**src/lsu_pkg.sv**
```systemverilog
// ~~~~~~~~~~~~~~~~~~~~~~~~~~~~~~~~~~~~~~~~~~~~~~~~
// ENTRY_N and OUTSTANDING_N must be powers of two
// ~~~~~~~~~~~~~~~~~~~~~~~~~~~~~~~~~~~~~~~~~~~~~~~~
`default_nettype none

package lsu_pkg;

	localparam int ENTRY_N       = 4; // buffer slots
	localparam int SLOT_W        = $clog2(ENTRY_N);
	localparam int AGE_W         = SLOT_W + 1; // slot index plus wrap bit
	localparam int OUTSTANDING_N = 2; // bus transactions in flight
	localparam int QPTR_W        = $clog2(OUTSTANDING_N) + 1;
	localparam int INST_ID_W     = 4;

	typedef logic [SLOT_W-1:0] slot_idx_t;

	// access type, top bit marks an unsigned load, low bits the size
	localparam logic [2:0] LS_BYTE   = 3'b000;
	localparam logic [2:0] LS_HALF   = 3'b001;
	localparam logic [2:0] LS_WORD   = 3'b010;
	localparam logic [2:0] LS_BYTE_U = 3'b100;
	localparam logic [2:0] LS_HALF_U = 3'b101;

	// completion codes
	localparam logic [1:0] ERR_NONE     = 2'b00;
	localparam logic [1:0] ERR_MISALIGN = 2'b01;
	localparam logic [1:0] ERR_BUS      = 2'b10;

endpackage

`default_nettype wire
```
**src/lsu_ifs.sv**
```systemverilog
// ~~~~~~~~~~~~~~~~~~~~~~~~~~~~~~~~~~~~~~~~~~~~~~~~
// slot arrays are written one element per lsu_entry
// ~~~~~~~~~~~~~~~~~~~~~~~~~~~~~~~~~~~~~~~~~~~~~~~~
`timescale 1ns/10ps
`default_nettype none

interface lsu_alloc_if import lsu_pkg::*; ();
	logic                 alloc_vld;
	slot_idx_t            alloc_slot;
	logic [AGE_W-1:0]     alloc_age;
	logic                 store;
	logic [2:0]           ls_type;
	logic [4:0]           rd;
	logic [31:0]          addr;
	logic [31:0]          data; // already replicated over the lanes
	logic [3:0]           wmask;
	logic [INST_ID_W-1:0] id;
	logic                 aligned;

	modport source (output alloc_vld, alloc_slot, alloc_age, store, ls_type, rd, addr,
		data, wmask, id, aligned);
	modport sink (input alloc_vld, alloc_slot, alloc_age, store, ls_type, rd, addr,
		data, wmask, id, aligned);
endinterface

interface lsu_slot_if import lsu_pkg::*; ();
	logic [ENTRY_N-1:0]   busy;
	logic [ENTRY_N-1:0]   pending; // aligned, not yet on the bus
	logic [ENTRY_N-1:0]   misaligned;
	logic [ENTRY_N-1:0]   store;
	logic [AGE_W-1:0]     age [ENTRY_N];
	logic [2:0]           ls_type [ENTRY_N];
	logic [4:0]           rd [ENTRY_N];
	logic [31:0]          addr [ENTRY_N];
	logic [31:0]          data [ENTRY_N];
	logic [3:0]           wmask [ENTRY_N];
	logic [INST_ID_W-1:0] id [ENTRY_N];
	logic [1:0]           err [ENTRY_N];
	logic                 launch_vld; // command handshake
	slot_idx_t            launch_slot;
	logic                 free_vld; // result handshake
	slot_idx_t            free_slot;

	modport entry (output busy, pending, misaligned, store, age, ls_type, rd, addr, data,
		wmask, id, err, input launch_vld, launch_slot, free_vld, free_slot);
	modport prep (input busy, misaligned);
	modport issue (input pending, age, addr, store, data, wmask,
		output launch_vld, launch_slot);
	modport result (input busy, pending, misaligned, store, age, ls_type, rd, addr, data,
		wmask, id, err, output free_vld, free_slot);
	modport rsp (input ls_type, addr);
endinterface


`default_nettype wire

```
**src/lsu_req_prep.sv**
```systemverilog
// ~~~~~~~~~~~~~~~~~~~~~~~~~~~~~~~~~~~~~~~~~~~~~~~~
// slots are allocated strictly in order
// ~~~~~~~~~~~~~~~~~~~~~~~~~~~~~~~~~~~~~~~~~~~~~~~~
`timescale 1ns/10ps
`default_nettype none

module lsu_req_prep import lsu_pkg::*; (
	input  logic                 clk,
	input  logic                 resetn,
	input  logic                 req_store_i,
	input  logic [2:0]           req_type_i,
	input  logic [4:0]           req_rd_i,
	input  logic [31:0]          req_addr_i,
	input  logic [31:0]          req_wdata_i,
	input  logic [INST_ID_W-1:0] req_id_i,
	input  logic                 req_valid_i,
	output logic                 req_ready_o,
	lsu_alloc_if.source          alloc,
	lsu_slot_if.prep             slots
);
	logic [AGE_W-1:0] wptr_q; // write pointer with wrap bit
	slot_idx_t        wslot;
	logic             aligned;
	logic [31:0]      pk_data;
	logic [3:0]       pk_mask;
	logic             fire;

	assign wslot = wptr_q[AGE_W-2:0];

	// only one misaligned slot may wait at a time
	assign req_ready_o = ~slots.busy[wslot] & ~(|slots.misaligned);
	assign fire        = req_valid_i & req_ready_o;

	always_comb
	begin
		aligned = 1'b0;
		pk_data = req_wdata_i;
		pk_mask = 4'b0000;
		case (req_type_i)
			LS_BYTE, LS_BYTE_U:
			begin
				aligned = 1'b1;
				pk_data = {4{req_wdata_i[7:0]}};
				pk_mask = 4'b0001 << req_addr_i[1:0];
			end
			LS_HALF, LS_HALF_U:
			begin
				aligned = ~req_addr_i[0];
				pk_data = {2{req_wdata_i[15:0]}};
				pk_mask = 4'b0011 << {req_addr_i[1], 1'b0};
			end
			LS_WORD:
			begin
				aligned = (req_addr_i[1:0] == 2'b00);
				pk_mask = 4'b1111;
			end
			default: ; // unknown type reported as misaligned
		endcase
	end

	always_ff @(posedge clk or negedge resetn)
	begin
		if (!resetn)
			wptr_q <= '0;
		else if (fire)
			wptr_q <= wptr_q + 1'b1;
	end

	assign alloc.alloc_vld  = fire;
	assign alloc.alloc_slot = wslot;
	assign alloc.alloc_age  = wptr_q;
	assign alloc.store      = req_store_i;
	assign alloc.ls_type    = req_type_i;
	assign alloc.rd         = req_rd_i;
	assign alloc.addr       = req_addr_i;
	assign alloc.data       = pk_data;
	assign alloc.wmask      = req_store_i ? pk_mask : 4'b0000; // reads carry no mask
	assign alloc.id         = req_id_i;
	assign alloc.aligned    = aligned;

endmodule

`default_nettype wire

```
**src/flat_wrapper.sv**
```systemverilog
// flat-port wrapper written by rule: the top's interface ports become plain ports
module lsu_req_prep_flat import lsu_pkg::*;
  (clk, resetn, req_store_i, req_type_i, req_rd_i, req_addr_i, req_wdata_i, req_id_i, req_valid_i, req_ready_o, alloc_alloc_vld, alloc_alloc_slot, alloc_alloc_age, alloc_store, alloc_ls_type, alloc_rd, alloc_addr, alloc_data, alloc_wmask, alloc_id, alloc_aligned, slots_busy, slots_misaligned);
  lsu_alloc_if alloc_i ();
  lsu_slot_if slots_i ();
  input  logic clk;
  input  logic resetn;
  input  logic req_store_i;
  input  logic [2:0] req_type_i;
  input  logic [4:0] req_rd_i;
  input  logic [31:0] req_addr_i;
  input  logic [31:0] req_wdata_i;
  input  logic [INST_ID_W-1:0] req_id_i;
  input  logic req_valid_i;
  output logic req_ready_o;
  output wire logic [$bits(alloc_i.alloc_vld)-1:0] alloc_alloc_vld;
  output wire logic [$bits(alloc_i.alloc_slot)-1:0] alloc_alloc_slot;
  output wire logic [$bits(alloc_i.alloc_age)-1:0] alloc_alloc_age;
  output wire logic [$bits(alloc_i.store)-1:0] alloc_store;
  output wire logic [$bits(alloc_i.ls_type)-1:0] alloc_ls_type;
  output wire logic [$bits(alloc_i.rd)-1:0] alloc_rd;
  output wire logic [$bits(alloc_i.addr)-1:0] alloc_addr;
  output wire logic [$bits(alloc_i.data)-1:0] alloc_data;
  output wire logic [$bits(alloc_i.wmask)-1:0] alloc_wmask;
  output wire logic [$bits(alloc_i.id)-1:0] alloc_id;
  output wire logic [$bits(alloc_i.aligned)-1:0] alloc_aligned;
  input wire logic [$bits(slots_i.busy)-1:0] slots_busy;
  input wire logic [$bits(slots_i.misaligned)-1:0] slots_misaligned;
  assign alloc_alloc_vld = alloc_i.alloc_vld;
  assign alloc_alloc_slot = alloc_i.alloc_slot;
  assign alloc_alloc_age = alloc_i.alloc_age;
  assign alloc_store = alloc_i.store;
  assign alloc_ls_type = alloc_i.ls_type;
  assign alloc_rd = alloc_i.rd;
  assign alloc_addr = alloc_i.addr;
  assign alloc_data = alloc_i.data;
  assign alloc_wmask = alloc_i.wmask;
  assign alloc_id = alloc_i.id;
  assign alloc_aligned = alloc_i.aligned;
  assign slots_i.busy = slots_busy;
  assign slots_i.misaligned = slots_misaligned;
  lsu_req_prep u_core (.clk(clk), .resetn(resetn), .req_store_i(req_store_i), .req_type_i(req_type_i), .req_rd_i(req_rd_i), .req_addr_i(req_addr_i), .req_wdata_i(req_wdata_i), .req_id_i(req_id_i), .req_valid_i(req_valid_i), .req_ready_o(req_ready_o), .alloc(alloc_i), .slots(slots_i));
endmodule
```
**config.mk**
```make
export PLATFORM = sky130hd
export DESIGN_NAME = lsu_req_prep_flat
export DESIGN_NICKNAME = d
export VERILOG_FILES = /design/src/lsu_pkg.sv /design/src/lsu_ifs.sv /design/src/lsu_req_prep.sv /design/src/flat_wrapper.sv
export SDC_FILE = /design/constraint.sdc
export NUM_CORES = 1
export LEC_CHECK = 0
export ABC_CLOCK_PERIOD_IN_PS = 1600
export BUFFER_PORTS_ARGS = -buffer_cell sky130_fd_sc_hd__buf_2
export CORE_AREA = 2 2 68 70
export DETAILED_ROUTE_END_ITERATION = 7
export DIE_AREA = 0 0 70 72
export PLACE_DENSITY_LB_ADDON = 0.08
export SLEW_MARGIN = 25
export SYNTH_ARGS = -nofsm -noshare
export SYNTH_HDL_FRONTEND = slang
export SYNTH_SLANG_ARGS = --single-unit
export TNS_END_PERCENT = 50
```
**constraint.sdc**
```tcl
create_clock -name clk -period 1.6 [get_ports clk]
set_input_delay 0.32 -clock clk [delete_from_list [all_inputs] [get_ports clk]]
set_output_delay 0.32 -clock clk [all_outputs]
set_load 0.005 [all_outputs]
```
==> run summary, run 1 <==
Synth area leaders: buf_4 40%, mux2_2 17%, mux2i_1 7.7%
Logic pwr share: 0.606
Post-DP Area: 1260 um^2
Die area: 5040 um^2
Commonest cells in the netlist: 55 x buf_4, 16 x mux2_2, 9 x nand2_1
Die H: 72 um
Status: finished with violations
Slew of the pin with the lowest slew margin: 0.253 ns
Post-DP HPWL: 2730 um
Post-synth ARST share: 1.00
Clock Latency Late Sink: 0.21 ns
Crit path buf inv count: 1
Post-route setup slack: -0.191 ns
Critical path class: flop to output pin
Hold Fails Final Rpt: 0
Final WL: 3180 um
Clock Sinks: 3
Htree depth: 1
Syn Area/Cell: 8.06 um^2
Startpoint Class: flop
Delay-heaviest family, CP: multiplexers
Layout area overhead: 27.9%
Post-Syn Instances: 129
Initial antenna violation count: 0
Final hold slack: 0.441 ns
CP peak stage delay: 0.56 ns
1st-pass router iterations: 4
Nets: 276
Peak supply drop: 0.210 mV
Cell area after synthesis: 1040 um^2
Pleak: 0.750 nW
Total number of vias: 1029
Period utilization: 1.12
Sw power: 0.000283 W
IO Port Bufs: 98
Maxcap violations: 0
Final ANT Viol Nets: 0
Grt total ovfl: 0
Netlist cell types: 25
Setup slack, reg-to-reg: -0.07 ns
Pin count of the biggest net entering global routing: 26
Post-Place Cells: 232
Internal cell power: 0.000575 W
Setup crit end kind: output pin
Synth Register Bits: 3
Wire length per cell: 13.4 um
CP max FO: 2
Die width: 70 um
Count of final max-slew check failures: 0
Cell Pwr Density: 645 nW/um^2
Crit path time final: 1.79 ns
Worst hold-check path type: input pin to asynchronous set/reset pin
CTS tree: done
Worst-path clk slew: 0.03 ns
R2R Path Start: u_core.alloc.alloc_age[0]
Sequential area share after synthesis: 0.0722
DRC viols: 0
Slowest-stage cell, CP: mux4_2
Clock buffer depth: 2
Required time of the critical path: 1.28 ns
YS warnings: 0
Leading area contributor after synthesis: buf_4
Main flop type after synthesis: dfrtp_1
Fmax: 558 MHz
Max reg flops: 3
Vias in the first global route: 1052
Most frequent cell after synthesis: buf_4
GP Congestion: 0.814
Sequential power share: 0.145
FP Rows: 24
# IOs: 177
Non-filler cells, final: 238
Diode count: 0
Failing checks: negative setup slack
Post-synth EDFFs: 0
Sw Ratio: 0.330
Post-synth top area share: 0.397
Core box area: 4260 um^2
Arrival @ worst endpoint: 1.47 ns
Via density: 4.32
First-pass GRT wire length: 4950 um
Worst Skew: 0.000614 ns
Finish-stage setup viols: 3
Crit-path cells: mux4_2, nor3b_4, buf_2
Unrepaired setup endpoints after global routing: yes
RR Endpoint: u_core.alloc.alloc_age[1]
Share of layout cells above drive strength 1: 0.731
Inserted Clock Buffers: 3
Depth of the most critical reg-to-reg path: 4
Total track usage: 0.119
Finished Cell Area: 1330 um^2
Starting DRT DRC Count: 28
Clock power frac: 0.250
Clock Tree Root: clkbuf_8
Post-synthesis net count: 218
Starting Density: 0.244
Slew margin rel.: 0.832
==> metrics by stage <==
step	power (W)	util	TNS, ns	worst slack, ns
2_1_floorplan	0.000471	-	-0.0924	-0.0924
3_3_place_gp	0.000631	0.295	-0.182	-0.0916
3_5_place_dp	0.000635	0.295	-0.210	-0.111
4_1_cts	0.000858	0.309	-0.527	-0.218
5_1_grt	0.000941	0.312	-0.826	-0.295
6_report	0.000858	0.312	-0.439	-0.191
==> layout make-up <==
cell class	instances	area, um^2
flip-flops and latches	3	75.1
clock buffers	4	45.0
inverters	1	3.75
fillers	462	2930
repair buffers	112	602
multi-input cells	66	539
well taps	52	65.1
==> cell usage in the layout, fill, tap and decap left out, types with 2 or more instances in the layout <==
master,Yosys,final
buf_2,1,98
buf_4,55,12
clkbuf_8,0,3
dfrtp_1,3,3
mux2_2,16,16
mux2i_1,8,8
nand2_1,9,9
nor2_1,5,4
nor2b_1,2,2
nor3_1,3,2
nor3b_1,2,2
o21a_1,2,2
o21ai_0,8,8
xor2_1,2,2
==> cells by family (layout without fill, tap and decap cells) <==
kind of cell               count (synthesis)  after routing  synth area share
adders and majority gates                  1              1            0.0120
AOI/OAI and AO/OA                         13             13            0.0698
DFF                                        3              3            0.0722
xor gates and xnor gates                   2              2            0.0169
buffers and inverters                     60            117             0.416
muxes                                     26             26             0.286
and+or+nand+nor                           24             24             0.126
==> timing repair <==
item,in CTS,in global routing
setup buffers,1,0
resized for setup,0,3
endpoints found under the hold margin,3,0
pin swaps,1,2
hold buffers,1,0
endpoints found under the setup margin,3,5
==> worst reg2reg max path, cell delays in order, from the launching register on <==
cell,delay (ns)
dfrtp_1,0.36
mux4_2,0.56
nor3b_4,0.20
buf_4,0.14
mux2_4,0.29
==> routing by layer <==
layer,GRT usage,part of all wire
met1,0.110,0.32
met2,0.230,0.55
met3,0.0292,0.087
met4,0.0833,0.041
met5,0,0
==> power by group through the flow <==
| stage | combinational (W) | clock, W | sequential, W |
|---|---|---|---|
| 5_1_grt | 0.000579 | 0.000229 | 0.000133 |
| 3_3_place_gp | 0.000505 | 0 | 0.000126 |
| 2_1_floorplan | 0.000330 | 0 | 0.000142 |
| 6_report | 0.000520 | 0.000214 | 0.000124 |
| 3_5_place_dp | 0.000508 | 0 | 0.000127 |
| 4_1_cts | 0.000513 | 0.000219 | 0.000126 |
==> how the worst max path moves through the flow <==
| stage | from | endpoint | slack [ns] | cells after the start |
|---|---|---|---|---|
| 6_report | u_core.alloc.alloc_age[0] | alloc_alloc_vld | -0.19 | 3 |
| 5_1_grt | u_core.alloc.alloc_age[0] | alloc_alloc_vld | -0.29 | 3 |
| 4_1_cts | u_core.alloc.alloc_age[0] | req_ready_o | -0.22 | 4 |
| 3_5_place_dp | slots_misaligned[1] | alloc_alloc_vld | -0.11 | 4 |
| 3_3_place_gp | slots_misaligned[1] | alloc_alloc_vld | -0.09 | 4 |
| 2_1_floorplan | u_core.alloc.alloc_age[0] | u_core.alloc.alloc_age[1] | -0.09 | 3 |
No activity file was read; power rests on OpenSTA's default activity.
==> inputs of run 2 (changes only) <==
--- a/config.mk
+++ b/config.mk
@@ -5,8 +5,8 @@
 export SDC_FILE = /design/constraint.sdc
 export NUM_CORES = 1
 export LEC_CHECK = 0
-export ABC_CLOCK_PERIOD_IN_PS = 1600
-export BUFFER_PORTS_ARGS = -buffer_cell sky130_fd_sc_hd__buf_2
+export ABC_CLOCK_PERIOD_IN_PS = 2100
+export BUFFER_PORTS_ARGS = -buffer_cell sky130_fd_sc_hd__clkbuf_2
 export CORE_AREA = 2 2 68 70
 export DETAILED_ROUTE_END_ITERATION = 7
 export DIE_AREA = 0 0 70 72
==> constraint.sdc (replaced) <==
create_clock -name clk -period 2.1 [get_ports clk]
set_input_delay 0.42 -clock clk [delete_from_list [all_inputs] [get_ports clk]]
set_output_delay 0.42 -clock clk [all_outputs]
set_load 0.005 [all_outputs]
==> run summary, run 2 (synthesis results as in run 1) <==
Fmax: 493 MHz
Period utilization: 0.965
1st-pass router iterations: 4
Die area: 5040 um^2
Pwr Total: 0.000600 W
Nets: 269
Total number of vias: 1020
Pin count of the biggest net entering global routing: 21
Worst-path clk slew: 0.03 ns
Via density: 4.42
Slew of the pin with the lowest slew margin: 0.450 ns
Required time of the critical path: 1.68 ns
Status: finished, final reports clean
# IOs: 177
Worst hold-check path type: flop to flop
Inserted Clock Buffers: 3
Clock Tree Root: clkbuf_8
Core box area: 4260 um^2
Grt total ovfl: 0
Hold Fails Final Rpt: 0
Cell Pwr Density: 473 nW/um^2
Crit path time final: 2.03 ns
Die width: 70 um
Sw Ratio: 0.341
Fill cells: 490
Total track usage: 0.113
Maxcap violations: 0
Slew margin rel.: 0.699
Final ANT Viol Nets: 0
Peak supply drop: 0.172 mV
Commonest cells after routing, fill and taps aside: 98 x clkbuf_2, 16 x mux2_2, 9 x nand2_1
DRC viols: 0
First-pass GRT wire length: 4810 um
Unrepaired setup endpoints after global routing: no
Die H: 72 um
Htree depth: 1
Count of final max-slew check failures: 0
Logic pwr share: 0.540
Vias in the first global route: 1010
Setup crit end kind: output pin
Post-Route Setup TNS: 0 ns
Wire length per cell: 13.3 um
CP max FO: 5
Arrival @ worst endpoint: 1.61 ns
Finish-stage setup viols: 0
CTS tree: done
Post-DP HPWL: 2640 um
GP Congestion: 0.750
Layout area overhead: 21.9%
FP Rows: 24
Clock buffer depth: 2
Max reg flops: 3
Post-CTS Repair Setup Buffers: 0
Sequential power share: 0.184
Most common cell after layout, fill and taps aside: clkbuf_2
IO Port Bufs: 98
Critical path class: flop to output pin
Starting Density: 0.244
Share of layout cells above drive strength 1: 0.715
Starting DRT DRC Count: 11
Diode count: 0
Pleak: 0.724 nW
Initial antenna violation count: 0
Clock Latency Late Sink: 0.21 ns
Clock power frac: 0.276
Internal cell power: 0.000395 W
Startpoint Class: flop
Sw power: 0.000205 W
Final WL: 3080 um
Clock Sinks: 3
Worst Skew: 0.00161 ns
-- run 2: cell count changes in the layout (fill, tap and decap cells not counted) --
cell / delta
dfrtp_1: -1
buf_2: -98
dfrtp_2: +1
clkbuf_2: +98
nor2_1: +1
nor2_2: -1
buf_4: -6
nor3_1: +1
nor3_2: -1
buf_6: -1
-- run 2: worst paths after layout --
kind | endpoint | slack [ns] | cells after the start | from
setup reg to reg | u_core.alloc.alloc_age[1] | 0.42 | 3 | u_core.alloc.alloc_age[0]
setup / recovery | alloc_alloc_vld | 0.07 | 3 | u_core.alloc.alloc_age[0]
hold / removal | u_core.alloc.alloc_age[2] | 0.46 | 1 | u_core.alloc.alloc_age[2]
max in group asynchronous | u_core.alloc.alloc_age[0] | 1.44 | 2 | resetn
hold reg to reg | u_core.alloc.alloc_age[2] | 0.46 | 1 | u_core.alloc.alloc_age[2]
min in group asynchronous | u_core.alloc.alloc_age[2] | 0.54 | 2 | resetn
-- run 2: power groups by stage --
stage                     clock (W)  combinational, W  sequential [W]
after detailed placement          0          0.000328        0.000111
after floorplan                   0          0.000251        0.000108
after CTS                  0.000171          0.000331        0.000112
final                      0.000165          0.000324        0.000111
after global routing       0.000175          0.000357        0.000116
after global placement            0          0.000329        0.000110
-- run 2: layout make-up --
type	instances	area [um^2]	share of cell area
multi-input combinational	66	532	0.420
clock buffer	4	45.0	0.0355
inverter	1	3.75	0.00296
tap	52	65.1	0.0513
timing repair buffer	105	546	0.430
sequential	3	76.3	0.0602
-- run 2: critical path: stages (launching register included) --
cell and delay [ns]:
dfrtp_2 0.40, mux4_2 0.56, nor3b_4 0.27, clkbuf_2 0.16
-- run 2: per-layer routing --
layer / routed length [um] / global-route usage / vias to the layer above
met5: 0 / 0 / -
met1: 1130 / 0.124 / 462
met3: 242 / 0.0264 / 16
met2: 1650 / 0.211 / 60
li1: - / - / 482
met4: 58 / 0.0470 / 0
-- run 2: per-stage QoR --
step	utilization	setup WS (ns)	hold WS, ns	std cells	cell area [um^2]
final	0.297	0.0726	0.465	231	1270
after global routing	0.297	0.00364	0.500	231	1270
after CTS	0.297	0.0335	0.476	231	1270
after detailed placement	0.284	0.189	0.218	226	1210
after global placement	0.284	0.205	0.219	226	1210
after floorplan	-	0.388	0.124	129	1040
-- run 2: what timing repair did --
item / in CTS / in global routing
pin swaps: 0 / 1
hold endpoints to repair: 3 / 0
hold buffers: 1 / 0
endpoints found under the setup margin: 1 / 1
resized for setup: 1 / 0
